<file path="config.mk">
export PLATFORM = sky130hd
export DESIGN_NAME = read_return
export DESIGN_NICKNAME = d
export VERILOG_FILES = /design/src/source/mrnw_pkg.sv /design/src/source/read_return.sv
export VERILOG_INCLUDE_DIRS = /design/src /design/src/source
export SDC_FILE = /design/constraint.sdc
export NUM_CORES = 1
export LEC_CHECK = 0
export ABC_AREA = 1
export BUFFER_PORTS_ARGS = -buffer_cell sky130_fd_sc_hd__buf_2
export CAP_MARGIN = 10
export CORE_AREA = 5 5 185 187
export CTS_BUF_LIST = sky130_fd_sc_hd__clkbuf_2 sky130_fd_sc_hd__clkbuf_4 sky130_fd_sc_hd__clkbuf_8
export CTS_CLUSTER_DIAMETER = 80
export CTS_CLUSTER_SIZE = 28
export DETAILED_ROUTE_END_ITERATION = 6
export DIE_AREA = 0 0 190 192
export PLACE_DENSITY_LB_ADDON = 0.05
export SLEW_MARGIN = 20
export SYNTH_ARGS = -nofsm -noshare
export SYNTH_HDL_FRONTEND = slang
export SYNTH_SLANG_ARGS = --single-unit
</file>
<file path="constraint.sdc">
create_clock -name clk -period 1.65 [get_ports clk]
set_clock_uncertainty 0.2 [all_clocks]
set_input_delay 0.165 -clock clk [delete_from_list [all_inputs] [get_ports clk]]
set_output_delay 0.165 -clock clk [all_outputs]
set_load 0.01 [all_outputs]
</file>
<file path="src/source/mrnw_defs.svh">
`ifndef MRNW_DEFS_SVH
`define MRNW_DEFS_SVH

// Port counts of the logical memory.
`define MRNW_NUM_RD 2
`define MRNW_NUM_WR 2

// Data word width in bits.
`define MRNW_WIDTH 32

// Address split into bank and row fields, 4 x 64 = 256 words.
`define MRNW_NUM_BANK 4
`define MRNW_BANK_BITS 2
`define MRNW_ROW_BITS 6
`define MRNW_ADDR_BITS 8

// One entry per port beyond the first, enough for every collision.
`define MRNW_CACHE_DEPTH 3

// Read latency of a bank SRAM in clock cycles.
`define MRNW_SRAM_DELAY 2

`endif

</file>
<file path="src/source/mrnw_pkg.sv">
`include "mrnw_defs.svh"

package mrnw_pkg;

  typedef logic [`MRNW_WIDTH-1:0]     data_t;
  typedef logic [`MRNW_WIDTH-1:0]     mask_t;  // A set bit is written.
  typedef logic [`MRNW_BANK_BITS-1:0] bank_t;
  typedef logic [`MRNW_ROW_BITS-1:0]  row_t;

  // Bank sits in the upper bits, so the struct reads as a flat address.
  typedef struct packed {
    bank_t bank;
    row_t  row;
  } mem_addr_t;

  typedef struct packed {
    logic      wr;
    mem_addr_t addr;
    mask_t     mask;
    data_t     data;
  } wr_cmd_t;

  typedef struct packed {
    logic      rd;
    mem_addr_t addr;
  } rd_cmd_t;

  typedef struct packed {
    logic  hit;
    mask_t mask;
    data_t data;
  } fwd_t;

endpackage

</file>
<file path="src/source/read_return.sv">
`timescale 1ns/10ps
`include "mrnw_defs.svh"

module read_return import mrnw_pkg::*; (
  input  logic      clk,
  input  logic      rst,
  input  rd_cmd_t   rd_cmd [`MRNW_NUM_RD],
  input  fwd_t      fwd    [`MRNW_NUM_RD],
  input  data_t     [`MRNW_NUM_BANK-1:0][`MRNW_NUM_RD-1:0] bank_dout,
  output data_t     rd_dout [`MRNW_NUM_RD],
  output logic      [`MRNW_NUM_RD-1:0] rd_fwrd,
  output mem_addr_t rd_padr [`MRNW_NUM_RD]
);

  // Tags travel alongside the SRAM read so both arrive in the same cycle.
  mem_addr_t addr_pipe [`MRNW_NUM_RD][`MRNW_SRAM_DELAY];
  fwd_t      fwd_pipe  [`MRNW_NUM_RD][`MRNW_SRAM_DELAY];
  data_t     bank_word [`MRNW_NUM_RD];

  always_ff @(posedge clk) begin
    for (int r = 0; r < `MRNW_NUM_RD; r++) begin
      addr_pipe[r][0]     <= rd_cmd[r].addr;
      fwd_pipe[r][0].mask <= fwd[r].mask;
      fwd_pipe[r][0].data <= fwd[r].data;
      if (rst) begin
        fwd_pipe[r][0].hit <= 1'b0;
      end else begin
        fwd_pipe[r][0].hit <= fwd[r].hit;
      end
      for (int s = 1; s < `MRNW_SRAM_DELAY; s++) begin
        addr_pipe[r][s]     <= addr_pipe[r][s-1];
        fwd_pipe[r][s].mask <= fwd_pipe[r][s-1].mask;
        fwd_pipe[r][s].data <= fwd_pipe[r][s-1].data;
        if (rst) begin
          fwd_pipe[r][s].hit <= 1'b0;
        end else begin
          fwd_pipe[r][s].hit <= fwd_pipe[r][s-1].hit;
        end
      end
    end
  end

  always_comb begin
    for (int r = 0; r < `MRNW_NUM_RD; r++) begin
      bank_word[r] = bank_dout[addr_pipe[r][`MRNW_SRAM_DELAY-1].bank][r];
      rd_padr[r]   = addr_pipe[r][`MRNW_SRAM_DELAY-1];
      rd_fwrd[r]   = fwd_pipe[r][`MRNW_SRAM_DELAY-1].hit;
      if (fwd_pipe[r][`MRNW_SRAM_DELAY-1].hit) begin
        // Cached bits overlay the bank word.
        rd_dout[r] = (bank_word[r] & ~fwd_pipe[r][`MRNW_SRAM_DELAY-1].mask) |
                     (fwd_pipe[r][`MRNW_SRAM_DELAY-1].data &
                      fwd_pipe[r][`MRNW_SRAM_DELAY-1].mask);
      end else begin
        rd_dout[r] = bank_word[r];
      end
    end
  end

endmodule

</file>
==> metrics.yaml <==
status: "finished with violations"
violations: "setup timing"
drc: 0
grt_pass1_wl_um: 51100
slew_headroom_pct: 86.2
synth_area_um2: 9120
cp_slowest_cell: "dfxtp_4"
antenna_found_initial: 6
worstSetupPathType: "reg2out"
synth.most_common_cell: "nand2_1"
crit_family: "flip-flops"
p_per_area_nw_per_um2: 877
io_buffers: 485
vias: 9147
post_drt_wl_per_cell_um: 17.6
detail_route.iter0.violations: 390
grt_max_degree: 66
place.gp.congestion: 0.838
dp.cells: 1891
syn_nets: 1422
crit_arrival_ns: 1.75
hold_viol_final: 0
root_buffer: "clkbuf_8"
drtAntennaViolNets: 0
first_pass_iters: 4
cpPeakStageDelay_ns: 0.46
yosysSeqAreaShare_pct: 64.1
htreeDepth: 1
period_share_pct: 128
min_period_ns: 2.12
ys_ff_latch: 292
netlist_top_cells_count: "nand2_1, dfxtp_1, nand3_1"
syn_inst: 1016
crit_path_cell_trace: "buf_12 -> clkbuf_16 -> nand2_1 -> nand3_1 -> nand3_1 -> nand2_1 -> buf_2"
final_nets: 2084
cts_tree: "built"
finalWirelength_um: 37600
ios: 488
vias_per_cell: 4.29
post-place-ws_ns: 0.0602
hpwl_um: 24400
ys.flop_type: "dfxtp_1"
synth_top_cell_area_share_pct: 64.1
ir_drop_v: 0.000665
crit_fanout: 8
die_x_um: 190
clkSlewWorstSetupHoldPaths_ns: 0.15
synth_area_leaders: "dfxtp_1, nand2_1, nand3_1, buf_4, buf_6"
synthToLayoutAreaGrowth_pct: 70.5
clk_path_buf_depth: 3
globalRouteOverflowTotal: 0
stdcell_count: 2130
maxCapViolCount: 0
cts.sinks: 292
ys_async_sr_fraction_pct: 0
tightest_slew_ns: 0.206
synth_cell_types: 10
clk-insertion-delay-late_ns: 0.54
cp_num_buf_inv: 3
hold_class: "in2reg"
setup_viol: 69
initial_core_util_pct: 28.2
drv_slew: 0
die_y_um: 192
ys.warnings.count: 0
drive_above_1_share_pct: 41.2
finalWorstSetupSlack_ns: -0.465
core-area_um2: 32300
grt_pass1_vias: 9370
die-area_um2: 36500
fmax_ghz: 0.473
row_count: 66
cts_inserted_buffers: 16
yosys.area.top_type: "dfxtp_1"
syn_avg_cell_area_um2: 8.97
startpoint_type: "flip-flop"
rsz0062_at_grt: "yes"
end_kind: "primary output"
synth-edff-count: 0
cp_data_required_time_ns: 1.28
track_usage_pct: 17.9
leakage_nw: 7.53
## repair_timing
item,4_1_cts,5_1_grt
gates cloned,12,12
hold endpoints to repair,148,2
gates resized for setup,102,105
hold buffers,174,2
pin swaps,24,67
setup endpoints to repair,70,70
buffers inserted,6,6
## through the flow
stage	power, mW	utilization [%]	hold slack [ns]	setup TNS [ns]	cell area, um2
floorplan	8.40	-	-0.00728	0	9120
global placement	9.26	36.9	0.0674	0	11900
detailed placement	9.27	36.9	0.0686	0	11900
CTS	13.6	45.8	0.000865	-32.16	14800
global route	14.3	48.1	0.00461	-35.54	15500
finish	13.6	48.1	0.0388	-27.36	15500
## cell usage in the layout (no fill, tap or decap)
cell type	n
inv_8	4
clkinv_8	1
nand2_4	8
nand3_1	192
dfxtp_4	6
buf_16	11
buf_6	33
clkinv_2	1
buf_12	19
clkinv_16	1
inv_2	2
nand3_2	64
dlygate4sd3_1	176
buf_8	1
nand2_2	47
nor2_1	4
bufbuf_16	1
diode_2	2
buf_4	13
clkinvlp_4	1
dfxtp_1	286
clkbuf_4	1
buf_2	453
clkbuf_16	9
clkbuf_8	17
inv_1	4
bufinv_16	2
nand2_1	329
## worst paths after layout
check,from,end,slack [ns],cells after the start
worst min-delay path,fwd[81],fwd_pipe[0][81],0.04,2
worst max-delay path,addr_pipe[1][6],rd_dout[0],-0.47,7
worst min register to register,fwd_pipe[0][75],fwd_pipe[0][10],0.08,0
worst max register to register,fwd_pipe[1][129],fwd_pipe[1][64],0.94,2
## report_power, final
part | internal, mW | leakage (nW) | switching, mW | total [mW]
Combinational | 1.33 | 4.87 | 1.09 | 2.42
Sequential | 7.43 | 2.47 | 0.124 | 7.55
Clock | 1.39 | 0.190 | 2.27 | 3.66
## routing by layer
layer | global-route usage [%] | vias to the layer above | share of wire (%)
met1 | 19.5 | 4143 | 37
met5 | 0 | - | 0.091
met3 | 4.82 | 60 | 7.9
li1 | - | 4572 | -
met2 | 33.8 | 366 | 52
met4 | 5.06 | 6 | 2.5
## flip-flops by register name (all words and copies together), names as in the netlist
| signal | count |
|---|---|
| addr_pipe | 32 |
| fwd_pipe | 260 |
## area by class of cell
type | count | area (um2)
fillers | 3146 | 16700
flip-flops and latches | 292 | 5870
repair buffers | 716 | 5450
multi-input cells | 644 | 3240
well taps | 442 | 553
clock buffers | 18 | 241
clock inverters | 8 | 141
inverters | 8 | 45.0
diodes | 2 | 5.00
## logic make-up after synthesis
| group | count (synthesis) | share of synthesized area, % |
|---|---|---|
| flip-flops | 292 | 64.1 |
| buffers and inverters | 80 | 5.86 |
| AND/OR/NAND/NOR | 644 | 30.0 |
Note: power is estimated with default switching activity, not from simulation.
