$ cat config.mk
export PLATFORM = sky130hd
export DESIGN_NAME = pseudo_port_cache
export DESIGN_NICKNAME = d
export VERILOG_FILES = /design/src/source/mrnw_pkg.sv /design/src/source/pseudo_port_cache.sv
export VERILOG_INCLUDE_DIRS = /design/src /design/src/source
export SDC_FILE = /design/constraint.sdc
export NUM_CORES = 2
export LEC_CHECK = 0
export BUFFER_PORTS_ARGS = -buffer_cell sky130_fd_sc_hd__buf_2
export CELL_PAD_IN_SITES_DETAIL_PLACEMENT = 0
export CELL_PAD_IN_SITES_GLOBAL_PLACEMENT = 2
export CORE_ASPECT_RATIO = 1.2
export CORE_MARGIN = 2
export CORE_UTILIZATION = 30
export DETAILED_ROUTE_END_ITERATION = 8
export PLACE_DENSITY = 0.8
export SLEW_MARGIN = 40
export SYNTH_ARGS = -nofsm -noshare
export SYNTH_HDL_FRONTEND = slang
export SYNTH_SLANG_ARGS = --single-unit
export TNS_END_PERCENT = 5
$ cat constraint.sdc
create_clock -name clk -period 6.4 [get_ports clk]
set_clock_uncertainty 0.15 [all_clocks]
set_input_delay 1.28 -clock clk [delete_from_list [all_inputs] [get_ports clk]]
set_output_delay 1.28 -clock clk [all_outputs]
set_load 0.01 [all_outputs]
$ cat src/source/mrnw_defs.svh
`ifndef MRNW_DEFS_SVH
`define MRNW_DEFS_SVH

// Port counts of the logical memory.
`define MRNW_NUM_RD 2
`define MRNW_NUM_WR 2

// Data word width in bits.
`define MRNW_WIDTH 32

// Address split into bank and row fields, 4 x 64 = 256 words.
`define MRNW_NUM_BANK 4
`define MRNW_BANK_BITS 2
`define MRNW_ROW_BITS 6
`define MRNW_ADDR_BITS 8

// One entry per port beyond the first, enough for every collision.
`define MRNW_CACHE_DEPTH 3

// Read latency of a bank SRAM in clock cycles.
`define MRNW_SRAM_DELAY 2

`endif

$ cat src/source/mrnw_pkg.sv
`include "mrnw_defs.svh"

package mrnw_pkg;

  typedef logic [`MRNW_WIDTH-1:0]     data_t;
  typedef logic [`MRNW_WIDTH-1:0]     mask_t;  // A set bit is written.
  typedef logic [`MRNW_BANK_BITS-1:0] bank_t;
  typedef logic [`MRNW_ROW_BITS-1:0]  row_t;

  // Bank sits in the upper bits, so the struct reads as a flat address.
  typedef struct packed {
    bank_t bank;
    row_t  row;
  } mem_addr_t;

  typedef struct packed {
    logic      wr;
    mem_addr_t addr;
    mask_t     mask;
    data_t     data;
  } wr_cmd_t;

  typedef struct packed {
    logic      rd;
    mem_addr_t addr;
  } rd_cmd_t;

  typedef struct packed {
    logic  hit;
    mask_t mask;
    data_t data;
  } fwd_t;

endpackage

$ cat src/source/pseudo_port_cache.sv
`timescale 1ns/10ps
`include "mrnw_defs.svh"

module pseudo_port_cache import mrnw_pkg::*; (
  input  logic    clk,
  input  logic    rst,
  input  wr_cmd_t wr_cmd [`MRNW_NUM_WR],
  input  rd_cmd_t rd_cmd [`MRNW_NUM_RD],
  output wr_cmd_t mem_wr [`MRNW_NUM_WR],
  output fwd_t    fwd    [`MRNW_NUM_RD]
);

  // An entry has the layout of a write command. Its strobe bit is the valid flag.
  wr_cmd_t ent_q [`MRNW_CACHE_DEPTH];
  wr_cmd_t ent_d [`MRNW_CACHE_DEPTH];

  logic [`MRNW_CACHE_DEPTH-1:0] used;  // Entry is claimed this cycle.
  logic [`MRNW_NUM_WR-1:0]      merged;
  logic [`MRNW_NUM_WR-1:0]      coll;  // Write meets a read at the same address.
  logic [`MRNW_NUM_WR-1:0]      park;
  logic [`MRNW_NUM_WR-1:0]      park_found;

  always_comb begin
    ent_d      = ent_q;
    used       = '0;
    merged     = '0;
    coll       = '0;
    park       = '0;
    park_found = '0;

    // A read that hits an entry pins it, so it is never chosen for eviction.
    for (int r = 0; r < `MRNW_NUM_RD; r++) begin
      for (int e = 0; e < `MRNW_CACHE_DEPTH; e++) begin
        if (rd_cmd[r].rd && ent_q[e].wr && (ent_q[e].addr == rd_cmd[r].addr)) begin
          used[e] = 1'b1;
        end
      end
    end

    for (int w = 0; w < `MRNW_NUM_WR; w++) begin
      mem_wr[w] = wr_cmd[w];

      // Matching runs on the updated entries. Port 1 then folds into an entry
      // that port 0 parked in this cycle, and its bits win.
      for (int e = 0; e < `MRNW_CACHE_DEPTH; e++) begin
        if (wr_cmd[w].wr && ent_d[e].wr && (ent_d[e].addr == wr_cmd[w].addr)) begin
          ent_d[e].mask = ent_d[e].mask | wr_cmd[w].mask;
          ent_d[e].data = (ent_d[e].data & ~wr_cmd[w].mask) |
                          (wr_cmd[w].data & wr_cmd[w].mask);
          used[e]   = 1'b1;
          merged[w] = 1'b1;
        end
      end

      for (int r = 0; r < `MRNW_NUM_RD; r++) begin
        if (wr_cmd[w].wr && rd_cmd[r].rd && (rd_cmd[r].addr == wr_cmd[w].addr)) begin
          coll[w] = 1'b1;
        end
      end

      park[w] = coll[w] && !merged[w];
      if (merged[w]) begin
        mem_wr[w].wr = 1'b0;  // Data now lives in the cache only.
      end

      // Parking frees the memory write port, which carries the evicted entry.
      for (int e = 0; e < `MRNW_CACHE_DEPTH; e++) begin
        if (park[w] && !park_found[w] && !used[e]) begin
          mem_wr[w]     = ent_q[e];  // No write if the entry was empty.
          ent_d[e]      = wr_cmd[w];
          used[e]       = 1'b1;
          park_found[w] = 1'b1;
        end
      end
    end
  end

  always_ff @(posedge clk) begin
    for (int e = 0; e < `MRNW_CACHE_DEPTH; e++) begin
      ent_q[e].addr <= ent_d[e].addr;
      ent_q[e].mask <= ent_d[e].mask;
      ent_q[e].data <= ent_d[e].data;
      if (rst) begin
        ent_q[e].wr <= 1'b0;
      end else begin
        ent_q[e].wr <= ent_d[e].wr;
      end
    end
  end

  // Lookup uses the registered entries, which hold the state before this cycle's writes.
  always_comb begin
    for (int r = 0; r < `MRNW_NUM_RD; r++) begin
      fwd[r] = '0;
      for (int e = 0; e < `MRNW_CACHE_DEPTH; e++) begin
        if (rd_cmd[r].rd && ent_q[e].wr && (ent_q[e].addr == rd_cmd[r].addr)) begin
          fwd[r].hit  = 1'b1;
          fwd[r].mask = ent_q[e].mask;
          fwd[r].data = ent_q[e].data;
        end
      end
    end
  end

endmodule

==> metrics.txt <==
worst min path class reg -> reg; Core ar. 67,100 um2; worst skew pair latency 580 ps; startpoint types primary input; peak supply drop 139 uV; min Tclk post-route 6330 ps; hold_sp ent_q[155]; Top reg by flops ent_q; critical path endpoint category output pin; GRT overflow 0; CP max FO 9; register area share after synthesis 21.6%; Clock transition at path regs 60 ps; Post-synth EDFFs 0; Total GRT Usage 30.2%; Final GP Congestion 0.936; vias in the first global route 23,400; via density per instance 5.85; # IOs 442; Synth async-reset ratio 0%; post-DP HPWL 74.1 mm; total power 4180 uW; Clock Sinks 219; Leakage 0.0112 uW; Fmax 158 MHz; H-tree levels 1; DIE WIDTH 242 um; Main synth FF type dfxtp_1; pin count of the biggest net entering global routing 130; initial drt markers 2,491; Setup CP Type in -> out; final cell count without fillers 4,230; Finished Core Util 37.3%; via count 24,800; area of the die 69,900 um2; IO buf count 441; slew of the pin with the lowest slew margin 886 ps; initial antenna violation count 12; synthesized area 20,300 um2; Max-Cap Viols 0; Post-Syn Instances 3,006; nets 3,465; Worst EP required 4970 ps; Largest regs ent_q: 219 flops; Pins Over Slew Limit 0; Max clock buf depth 3; syn nets 3,172; Critical Path Source wr_cmd[142]; Unique masters post-synth 59; CP Data Arrival Time 4900 ps; DRC violations left 0; fin crit share 98.9%; drt total wl 113 mm; CTS Root Cell clkbuf_16; hold_buf cts 0; Slew Limit Headroom 40.9%; number of flip-flops in the largest register 219; final setup vio count 0; Final Hold Viols 0; Initial Util 30.3%; Yosys warnings 0; antenna-violating nets left 0; RSZ-0062 raised after global routing false; WL/cell 26.6 um; TritonCTS Buffers 30; PD cells 167 nW/um2; First-pass DRT Iterations 5; CTS tree done; Die Height 289 um; Post-Syn Area per Cell 6.77 um2; fraction of layout cells with a size suffix above 1 26.6%; status finished, final reports clean; Area Overhead vs Synth 23.1%; global-route wire length before repair 161 mm; Rows 104; Yosys reg bits 219; RR Startpoint ent_q[65]; placed cells 4,156
## per-layer routing
layer	share of wire, %	track usage [%]	vias to the layer above
li1	-	-	11200
met1	42	39.5	12000
met2	46	50.0	1341
met3	7.9	4.85	225
met4	3.7	11.8	2
met5	0.012	0	-
## worst paths after layout
check	endpoint	slack (ps)	depth (start not counted)
max reg2reg	ent_q[3]	2090	9
min reg2reg	ent_q[155]	450	2
min	ent_q[155]	450	2
max	mem_wr[41]	70	15
## kinds of logic after synthesis
logic type	Yosys count	share of synthesized area, %
muxes	257	14.3
buffers and inverters	319	6.62
AOI/OAI and AO/OA	932	26.6
xor gates and xnor gates	127	5.47
and+or+nand+nor	1152	25.4
DFF	219	21.6
## repair_timing
| item | CTS | global route |
|---|---|---|
| buffers inserted | 2 | 9 |
| hold endpoints to repair | 0 | 0 |
| endpoints found under the setup margin | 73 | 87 |
| gates cloned | 0 | 1 |
| gates resized for setup | 3 | 21 |
| pin swaps | 1 | 14 |
## cells in the mapped netlist, types with 39 or more instances
master / count / area, um2
a21o_1: 65 / 488
a21oi_1: 320 / 1600
and3_1: 76 / 475
buf_2: 39 / 195
clkbuf_1: 233 / 875
dfxtp_1: 219 / 4380
mux2_2: 177 / 1990
mux2i_1: 48 / 480
nand2_1: 736 / 2760
nand3_1: 101 / 505
nor2_1: 55 / 206
nor3b_1: 64 / 480
o21ai_0: 351 / 1760
o221ai_1: 73 / 639
xnor2_1: 75 / 657
xor2_1: 52 / 455
## area by class of cell
cell class	count	area, um2
clock inverter	11	163
tap	901	1130
antenna	7	17.5
timing repair buffer	571	3560
inverter	9	33.8
sequential	219	4380
fill	7253	42100
clock buffer	44	905
multi-input combinational	2468	14900
## power by group
part           leakage, uW  internal, uW  total (uW)  switching (uW)
clock             0.000530          1130        1850             718
sequential         0.00177          1470        1630             164
combinational      0.00890           316         696             380
## critical path, cell delays in order
cell and delay (ps):
buf_2 120, buf_4 210, xnor2_1 150, nand4_1 200
nor3_4 100, a311oi_1 610, and4_1 340, mux2_4 350
a311o_2 490, buf_12 200, buf_8 150, mux2_2 280
o221ai_2 130, nand2_1 120, buf_2 160
## through the flow
| step | instance area [um2] | setup TNS [ps] | worst slack [ps] | hold WS, ps |
|---|---|---|---|---|
| 3_5_place_dp | 23700 | -11920 | -291 | 443 |
| 2_1_floorplan | 20300 | 0 | 387 | 382 |
| 4_1_cts | 24800 | 0 | 18.0 | 452 |
| 6_report | 25000 | 0 | 69.9 | 455 |
| 5_1_grt | 25000 | 0 | 3.84 | 485 |
| 3_3_place_gp | 23700 | -22000 | -440 | 426 |
## placed cells by master, fill, tap and decap left out, types with 65 or more instances in the layout
cell type / count
mux2_2: 176
buf_4: 101
and3_1: 73
o21ai_0: 350
nand3_1: 99
a21o_1: 65
a21oi_1: 320
o221ai_1: 66
dfxtp_1: 219
nand2_1: 732
xnor2_1: 75
buf_2: 438
No activity file was read; power rests on OpenSTA's default activity.
