`config.mk`:
```
export PLATFORM = sky130hd
export DESIGN_NAME = bank_router
export DESIGN_NICKNAME = d
export VERILOG_FILES = /design/src/source/mrnw_pkg.sv /design/src/source/bank_router.sv
export VERILOG_INCLUDE_DIRS = /design/src /design/src/source
export SDC_FILE = /design/constraint.sdc
export NUM_CORES = 1
export LEC_CHECK = 0
export BUFFER_PORTS_ARGS = -buffer_cell sky130_fd_sc_hd__buf_4
export CAP_MARGIN = 20
export CORE_AREA = 4 4 305 307
export DETAILED_ROUTE_END_ITERATION = 16
export DIE_AREA = 0 0 309 311
export PLACE_DENSITY = 0.31
export SLEW_MARGIN = 20
export SYNTH_ARGS = -nofsm -noshare
export SYNTH_HDL_FRONTEND = slang
export SYNTH_SLANG_ARGS = --single-unit
```
`constraint.sdc`:
```
create_clock -name vclk -period 0.8
set_input_delay 0.04 -clock vclk [all_inputs]
set_output_delay 0.04 -clock vclk [all_outputs]
set_load 0.01 [all_outputs]
```
`src/source/mrnw_defs.svh`:
```
`ifndef MRNW_DEFS_SVH
`define MRNW_DEFS_SVH

// Port counts of the logical memory.
`define MRNW_NUM_RD 2
`define MRNW_NUM_WR 2

// Data word width in bits.
`define MRNW_WIDTH 32

// Address split into bank and row fields, 4 x 64 = 256 words.
`define MRNW_NUM_BANK 4
`define MRNW_BANK_BITS 2
`define MRNW_ROW_BITS 6
`define MRNW_ADDR_BITS 8

// One entry per port beyond the first, enough for every collision.
`define MRNW_CACHE_DEPTH 3

// Read latency of a bank SRAM in clock cycles.
`define MRNW_SRAM_DELAY 2

`endif

```
`src/source/mrnw_pkg.sv`:
```
`include "mrnw_defs.svh"

package mrnw_pkg;

  typedef logic [`MRNW_WIDTH-1:0]     data_t;
  typedef logic [`MRNW_WIDTH-1:0]     mask_t;  // A set bit is written.
  typedef logic [`MRNW_BANK_BITS-1:0] bank_t;
  typedef logic [`MRNW_ROW_BITS-1:0]  row_t;

  // Bank sits in the upper bits, so the struct reads as a flat address.
  typedef struct packed {
    bank_t bank;
    row_t  row;
  } mem_addr_t;

  typedef struct packed {
    logic      wr;
    mem_addr_t addr;
    mask_t     mask;
    data_t     data;
  } wr_cmd_t;

  typedef struct packed {
    logic      rd;
    mem_addr_t addr;
  } rd_cmd_t;

  typedef struct packed {
    logic  hit;
    mask_t mask;
    data_t data;
  } fwd_t;

endpackage

```
`src/source/bank_router.sv`:
```
`timescale 1ns/10ps
`include "mrnw_defs.svh"

module bank_router import mrnw_pkg::*; (
  input  wr_cmd_t mem_wr [`MRNW_NUM_WR],
  input  rd_cmd_t rd_cmd [`MRNW_NUM_RD],
  output logic [`MRNW_NUM_BANK-1:0][`MRNW_NUM_WR-1:0] bank_we,
  output row_t  [`MRNW_NUM_BANK-1:0][`MRNW_NUM_WR-1:0] bank_wrow,
  output mask_t [`MRNW_NUM_BANK-1:0][`MRNW_NUM_WR-1:0] bank_wmask,
  output data_t [`MRNW_NUM_BANK-1:0][`MRNW_NUM_WR-1:0] bank_wdata,
  output logic [`MRNW_NUM_BANK-1:0][`MRNW_NUM_RD-1:0] bank_re,
  output row_t  [`MRNW_NUM_BANK-1:0][`MRNW_NUM_RD-1:0] bank_rrow
);

  // Row, mask and data fan out to every bank. Only the addressed bank gets an enable.
  always_comb begin
    for (int b = 0; b < `MRNW_NUM_BANK; b++) begin
      for (int w = 0; w < `MRNW_NUM_WR; w++) begin
        bank_we[b][w]    = mem_wr[w].wr && (mem_wr[w].addr.bank == bank_t'(b));
        bank_wrow[b][w]  = mem_wr[w].addr.row;
        bank_wmask[b][w] = mem_wr[w].mask;
        bank_wdata[b][w] = mem_wr[w].data;
      end
    end
  end

  always_comb begin
    for (int b = 0; b < `MRNW_NUM_BANK; b++) begin
      for (int r = 0; r < `MRNW_NUM_RD; r++) begin
        bank_re[b][r]   = rd_cmd[r].rd && (rd_cmd[r].addr.bank == bank_t'(b));
        bank_rrow[b][r] = rd_cmd[r].addr.row;
      end
    end
  end

endmodule

```
==> results of run 1 <==
==> Yosys cell counts <==
cell / count / area (µm²)
and3_2: 4 / 30.03
and3b_1: 8 / 70.07
buf_4: 608 / 4564
nor3b_2: 4 / 50.05
==> routing by layer <==
metal / global-route usage [%] / share of wire (%) / wire length [µm]
met1: 1.943 / 14 / 3270
met2: 5.568 / 36 / 8227
met3: 7.528 / 40 / 8939
met4: 3.329 / 9.4 / 2115
met5: 0 / 0 / 0
==> where the power goes <==
| group | switching (mW) | internal, mW |
|---|---|---|
| sequential | 0 | 0 |
| combinational | 0.0917 | 0.102 |
| clock | 0 | 0 |
==> worst paths after layout <==
check | from | endpoint | depth (start not counted)
worst max-delay path | mem_wr[72] | bank_we[7] | 3
worst min-delay path | mem_wr[112] | bank_wmask[135] | 0
==> final cells by class <==
type | instances | share of cell area [%]
multi-input cells | 16 | 8.197
well taps | 1176 | 80.33
repair buffers | 28 | 11.48
==> cell families after synthesis <==
family / share of synthesized area [%]
buffers and inverters: 96.82
AND/OR/NAND/NOR: 3.185
==> through the flow <==
stage,hold WS (ns),power [mW],worst slack [ns],util [%]
2_1_floorplan,0.1130,3.183,0.4848,-
3_3_place_gp,0.08016,0.2010,0.1834,2.035
3_5_place_dp,0.08016,0.2044,0.1831,2.035
4_1_cts,0.08016,0.2044,0.1802,2.035
5_1_grt,0.08004,0.2195,0.1685,2.035
6_report,0.08001,0.1935,0.2004,2.035
==> out/results.ini, run 1 <==
[setup_path]
cpMaxStageDelayCell = and3_2
endpoint_kind = primary output
worstPathArrival_ns = 0.56
worstSetupPathType = in -> out
path_buf_inv = 2
cp-start-kind = input pin
crit_fanout = 4
cpMostUsedCell = buf_4
worstPathCellList = buf_4 > and3_2 > buf_4
slowest_delay_ns = 0.21
path_delay_family = buffers and inverters
cp.required_ns = 0.76

[final_layout]
fin_area_um2 = 1832
final_common_cell = buf_4
final_cell_mix = buf_4, and3b_1, and3_2, nor3b_2
multi_input_area_um2 = 150.1
synthToLayoutAreaGrowth_pct = -61.15
fin_nets = 210
drive_above_1_share_pct = 81.82
flops_and_latches = 0
n_clock_buffer = 0
fill_cells = 10840
instances_no_fill = 1220
antenna_cells = 0
seqCellArea_um2 = 0

[clocking]
hold_buffers = 0
cts_resized = 0
cts_setup_buffers = 0

[grt]
antenna_found_initial = 3
grt_overflow_total = 0
grt_pass1_wl_mm = 24.47
grt_pass1_vias = 1066
track_usage_pct = 4.262
grt_max_degree = 5

[timing]
finalSetupTns_ns = 0
finalHoldViolations = 0
worst_slew_margin_rel_pct = 89.73
setup_viol = 0
fmax_mhz = 1668
min_period_ns = 0.5996
rsz0062_at_grt = no
fin_crit_sh_pct = 74.95
max_slew.worst_pin.slew_ns = 0.1534
slew_violations = 0

[logic_synthesis]
synth.distinct_cells = 4
synth_area_um2 = 4715
ys_warn_count = 0
syn_avg_cell_area_um2 = 7.555
ys_seq_area_share_pct = 0
syn_nets = 788
syn-instance-count = 624

[outcome]
outcome = complete, no violations

[floorplan]
dieHeight_um = 311
core_um2 = 90010
die_area_um2 = 96100
start_util_pct = 5.238
die_x_um = 309
pin_count = 788
fp-row-count = 110

[route]
drt_iter0_markers = 60
num_vias = 913
drtAntennaViolNets = 0
routed_wl_mm = 22.55
drc = 0
vias_per_cell = 0.7484
avgRoutedWirePerCell_um = 18.49
drt_pass1_iterations = 3

[place]
placed_cells = 1220
placed_area_um2 = 1832
numPortBuffers = 28
routabilityCongestion = 0.5449

[job]
cap_violations = 0

[hold_path]
hold_path.class = in -> out

[pwr]
p_leak_nw = 0.2320
vdd_ir_drop_max_v = 0.00002543
power_density_nw_per_um2 = 105.6

No activity file was read; power rests on OpenSTA's default activity.
==> run 2: changes to the inputs <==
--- a/config.mk
+++ b/config.mk
@@ -8,10 +8,10 @@
 export LEC_CHECK = 0
 export BUFFER_PORTS_ARGS = -buffer_cell sky130_fd_sc_hd__buf_4
 export CAP_MARGIN = 20
-export CORE_AREA = 4 4 305 307
+export CORE_AREA = 4 4 306 308
 export DETAILED_ROUTE_END_ITERATION = 16
-export DIE_AREA = 0 0 309 311
-export PLACE_DENSITY = 0.31
+export DIE_AREA = 0 0 310 312
+export PLACE_DENSITY = 0.3
 export SLEW_MARGIN = 20
 export SYNTH_ARGS = -nofsm -noshare
 export SYNTH_HDL_FRONTEND = slang
==> out/results.ini, run 2 (synthesized netlist as in run 1, its figures left out) <==
[final_layout]
antenna_cells = 0  ; unchanged
final_common_cell = buf_4
fin_util_pct = 2.024  ; -0.011 points
final_cell_mix = buf_4, and3b_1, and3_2, nor3b_2
fin_area_um2 = 1844  ; +0.68%
drive_above_1_share_pct = 81.82  ; unchanged
fin_nets = 210  ; unchanged
multi_input_area_um2 = 150.1  ; unchanged
seqCellArea_um2 = 0  ; unchanged
synthToLayoutAreaGrowth_pct = -60.88
fill_cells = 10930  ; +0.84%
n_clock_buffer = 0  ; unchanged
instances_no_fill = 1230  ; +0.82%
flops_and_latches = 0  ; unchanged

[route]
num_vias = 906  ; -0.77%
drc = 0  ; unchanged
route.met3.wl_mm = 9.404  ; +5.2%
maxUsedRoutingLayer = met4
routed_wl_mm = 22.45  ; -0.48%
wl_met1_mm = 2.976  ; -9.0%
drt_iter0_markers = 35  ; -42%
drtAntennaViolNets = 0  ; unchanged
vias_per_cell = 0.7366  ; -1.6%
avgRoutedWirePerCell_um = 18.25  ; -1.3%
met2_length_mm = 7.841  ; -4.7%
drt_pass1_iterations = 4  ; +1

[pwr]
p_sw_uw = 93.92  ; +2.4%
p_clk_share_pct = 0  ; unchanged
total_power_uw = 195.8  ; +1.2%
seqPwrFrac_pct = 0  ; unchanged
vdd_ir_drop_max_v = 0.00002056  ; -19%
internal_power_uw = 101.9  ; +0.17%
sw_frac_of_total_pct = 47.96  ; +0.54 points
comb_power_share_pct = 100.0  ; about the same
power_density_nw_per_um2 = 106.2  ; +0.53%
p_leak_nw = 0.2320  ; unchanged

[place]
placed_cells = 1230  ; +0.82%
pre_cts_slack_ns = 0.1920  ; +0.008964 ns
numPortBuffers = 28  ; unchanged
placed_area_um2 = 1844  ; +0.68%
routabilityCongestion = 0.5094  ; -6.5%

[timing]
finalHoldViolations = 0  ; unchanged
slew_violations = 0  ; unchanged
setup_viol = 0  ; unchanged
hold_ws_ns = 0.08001  ; -0.0000002000 ns
fmax_mhz = 1719  ; +3.1%
finalSetupTns_ns = 0  ; unchanged
fin_crit_sh_pct = 72.72  ; -2.2 points
min_period_ns = 0.5818  ; -0.01785 ns
max_slew.worst_pin.slew_ns = 0.1243  ; -0.02909 ns
worst_slew_margin_rel_pct = 91.68  ; +1.9 points
rsz0062_at_grt = no
post-route-worst-setup-slack_ns = 0.2182  ; +0.01785 ns

[floorplan]
core_um2 = 91110  ; +1.2%
pin_count = 788  ; unchanged
dieHeight_um = 312  ; +0.32%
die_area_um2 = 96720  ; +0.65%
start_util_pct = 5.175  ; -0.063 points
die_x_um = 310  ; +0.32%
fp-row-count = 111  ; +0.91%

[setup_path]
worstPathCellList = buf_4 > and3b_1 > buf_4
crit_fanout = 4  ; unchanged
worstPathArrival_ns = 0.54  ; -0.02 ns
cpMaxStageDelayCell = and3b_1
cp.required_ns = 0.76  ; about the same
cpMostUsedCell = buf_4
worstSetupPathType = in -> out
endpoint_kind = primary output
slowest_delay_ns = 0.21  ; about the same
crit_path_start = mem_wr[70]
cp-start-kind = input pin
crit_end = bank_we[5]

[outcome]
outcome = complete, no violations

[hold_path]
holdCritStartpoint = mem_wr[104]
hold_path.class = in -> out

[clocking]
cts_setup_buffers = 0  ; unchanged
hold_buffers = 0  ; unchanged
cts_resized = 0  ; unchanged

[job]
cap_violations = 0  ; unchanged

[grt]
grt_pass1_wl_mm = 24.38  ; -0.34%
grt_max_degree = 5  ; unchanged
antenna_found_initial = 1  ; -2
grt_pass1_vias = 1023  ; -4.0%
track_usage_pct = 4.215  ; -0.048 points
grt_overflow_total = 0  ; unchanged

## run 2: cell type report
cell class	instances	area share, %
Timing Repair Buffer	28	11.40
Tap cell	1186	80.46
Multi-Input combinational cell	16	8.141
## run 2: worst min-delay path by stage
| stage | endpoint | slack, ns | cells after the start |
|---|---|---|---|
| after floorplan | bank_re[0] | 0.11 | 1 |
| after global placement | bank_wmask[172] | 0.08 | 0 |
| after detailed placement | bank_wmask[172] | 0.08 | 0 |
| after CTS | bank_wmask[172] | 0.08 | 0 |
| after global routing | bank_wmask[155] | 0.08 | 0 |
| final | bank_wdata[223] | 0.08 | 0 |
## run 2: metal layers
| layer | up-vias | track usage [%] |
|---|---|---|
| met5 | - | 0 |
| met4 | 0 | 3.472 |
| met3 | 163 | 8.084 |
| met2 | 447 | 5.194 |
| met1 | 174 | 1.705 |
| li1 | 122 | - |
## run 2: worst max-delay path: cells and delay by family
family | cells | cell delay [ns]
buffers and inverters | 2 | 0.28
and+or+nand+nor | 1 | 0.21
## run 2: power by group through the flow
| stage | sequential, mW | clock, mW | combinational (mW) |
|---|---|---|---|
| after CTS | 0 | 0 | 0.211 |
| after global placement | 0 | 0 | 0.204 |
| after global routing | 0 | 0 | 0.220 |
| after floorplan | 0 | 0 | 3.18 |
| after detailed placement | 0 | 0 | 0.211 |
| final | 0 | 0 | 0.196 |
==> run 3: changes to the inputs <==
--- a/config.mk
+++ b/config.mk
@@ -6,12 +6,13 @@
 export SDC_FILE = /design/constraint.sdc
 export NUM_CORES = 1
 export LEC_CHECK = 0
+export ABC_AREA = 1
 export BUFFER_PORTS_ARGS = -buffer_cell sky130_fd_sc_hd__buf_4
 export CAP_MARGIN = 20
-export CORE_AREA = 4 4 306 308
+export CORE_AREA = 4 4 305 307
 export DETAILED_ROUTE_END_ITERATION = 16
-export DIE_AREA = 0 0 310 312
-export PLACE_DENSITY = 0.3
+export DIE_AREA = 0 0 309 311
+export PLACE_DENSITY = 0.31
 export SLEW_MARGIN = 20
 export SYNTH_ARGS = -nofsm -noshare
 export SYNTH_HDL_FRONTEND = slang
==> out/results.ini, run 3 <==
[timing]
finalSetupTns_ns = 0  ; unchanged
post-route-worst-setup-slack_ns = 0.04873  ; -0.1695 ns
slew_violations = 0  ; unchanged
fmax_mhz = 1331  ; -23%
setup_viol = 0  ; unchanged
min_period_ns = 0.7513  ; +0.1695 ns
finalHoldViolations = 0  ; unchanged
worst_slew_margin_rel_pct = 77.47  ; -14 points
fin_crit_sh_pct = 93.91  ; +21 points
max_slew.worst_pin.slew_ns = 0.3371  ; +0.2129 ns
rsz0062_at_grt = no

[final_layout]
antenna_cells = 0  ; unchanged
seqCellArea_um2 = 0  ; unchanged
fin_nets = 226  ; +7.6%
fill_cells = 10850  ; -0.79%
instances_no_fill = 1236  ; +0.49%
final_cell_mix = buf_4, nor2_1, nand2_1, inv_1, nor2_2
synthToLayoutAreaGrowth_pct = -61.43
final_common_cell = buf_4
n_clock_buffer = 0  ; unchanged
drive_above_1_share_pct = 50.00  ; -32 points
flops_and_latches = 0  ; unchanged

[pwr]
vdd_ir_drop_max_v = 0.00003779  ; +84%
power_density_nw_per_um2 = 109.6  ; +3.2%
p_leak_nw = 0.2356  ; +1.5%

[logic_synthesis]
synth.most_common_cell = buf_4
syn-instance-count = 640  ; +2.6%
ys_warn_count = 0  ; unchanged
synth_area_leaders = buf_4, nor2_1, inv_1
ys_seq_area_share_pct = 0  ; unchanged
yosys.area.top_type = buf_4
synth.distinct_cells = 4  ; unchanged
synthTopCellsByCount = buf_4, nor2_1, inv_1, nand2_1
syn_avg_cell_area_um2 = 7.320  ; -3.1%
syn_nets = 804  ; +2.0%
synth_top_area_share_pct = 97.44  ; +0.62 points
synth_area_um2 = 4684  ; -0.64%

[place]
routabilityCongestion = 0.5070  ; -0.47%
placed_cells = 1236  ; +0.49%
place_hpwl_mm = 24.20
pre_cts_slack_ns = -0.006501  ; -0.1985 ns
numPortBuffers = 28  ; unchanged

[grt]
grt_pass1_wl_mm = 27.68  ; +14%
grt_overflow_total = 0  ; unchanged
antenna_found_initial = 4  ; +3
grt_pass1_vias = 1129  ; +10%
track_usage_pct = 4.880  ; +0.67 points
grt_max_degree = 5  ; unchanged

[floorplan]
core_um2 = 90010  ; -1.2%
fp-row-count = 110  ; -0.90%
dieHeight_um = 311  ; -0.32%
die_area_um2 = 96100  ; -0.64%
die_x_um = 309  ; -0.32%
start_util_pct = 5.204  ; +0.030 points
pin_count = 788  ; unchanged

[setup_path]
worstSetupPathType = in -> out
worstPathArrival_ns = 0.71  ; +0.17 ns
crit_fanout = 2  ; -2
cp-start-kind = input pin
cp.required_ns = 0.76  ; about the same
endpoint_kind = primary output

[route]
drtAntennaViolNets = 0  ; unchanged
vias_per_cell = 0.8066  ; +9.5%
drt_pass1_iterations = 4  ; unchanged
num_vias = 997  ; +10%
drc = 0  ; unchanged
avgRoutedWirePerCell_um = 20.64  ; +13%
drt_iter0_markers = 71  ; +100%
routed_wl_mm = 25.52  ; +14%

[job]
cap_violations = 0  ; unchanged

[hold_path]
hold_path_depth = 0  ; unchanged
holdCritStartpoint = mem_wr[11]
hold-path-endpoint = bank_wdata[43]
hold_path.class = in -> out

[clocking]
cts_setup_buffers = 0  ; unchanged
hold_buffers = 0  ; unchanged

[outcome]
outcome = complete, no violations

==> run 3: final cells by class <==
| class | instances | area, µm² | share of cell area [%] |
|---|---|---|---|
| tap | 1176 | 1471 | 81.44 |
| timing repair buffer | 28 | 210.2 | 11.63 |
| multi-input combinational | 24 | 95.09 | 5.263 |
| inverter | 8 | 30.03 | 1.662 |
==> run 3: worst max-delay path by stage <==
stage | from | to | slack (ns) | depth (start not counted)
after global routing | mem_wr[71] | bank_we[3] | 0.02 | 5
after CTS | rd_cmd[8] | bank_re[5] | 0.01 | 4
after global placement | mem_wr[71] | bank_we[3] | 0.001 | 5
after detailed placement | mem_wr[71] | bank_we[3] | -0.007 | 5
after floorplan | rd_cmd[15] | bank_re[0] | 0.48 | 3
final | mem_wr[71] | bank_we[3] | 0.05 | 5
==> run 3: critical path: stages <==
cell and delay (ns):
buf_4 0.11, inv_1 0.04, nand2_1 0.20, nor2_2 0.17
buf_4 0.14
==> run 3: kinds of logic (layout without fill, tap and decap cells) <==
family                 after synthesis  count (layout)  share of synthesized area (%)
and+or+nand+nor                     24              24                          1.923
buffers and inverters              616              36                          98.08
==> run 3: repair_timing <==
item                                    4_1_cts  5_1_grt
resized for setup                             1        1
pin swaps                                     0        0
endpoints found under the setup margin        1        1
endpoints found under the hold margin         0        0
==> run 3: per-stage QoR <==
stage | utilization [%] | instance area, µm² | total power [mW] | hold slack, ns
6_report | 2.007 | 1807 | 0.1980 | 0.08001
5_1_grt | 2.007 | 1807 | 0.2156 | 0.08008
4_1_cts | 2.004 | 1804 | 0.2052 | 0.08016
3_5_place_dp | 2.002 | 1802 | 0.2036 | 0.08016
3_3_place_gp | 2.002 | 1802 | 0.2024 | 0.08016
2_1_floorplan | - | 4684 | 3.184 | 0.1275
==> run 3: power breakdown <==
part | switching (mW) | internal [mW] | total (mW)
Clock | 0 | 0 | 0
Combinational | 0.109 | 0.0888 | 0.198
Sequential | 0 | 0 | 0
==> run 3: routing by layer <==
metal  global-route usage [%]  part of all wire (%)
met5                   0.9606                     0
met2                    7.022                    40
met1                    1.459                   9.9
met4                    3.531                   9.1
met3                    9.073                    41
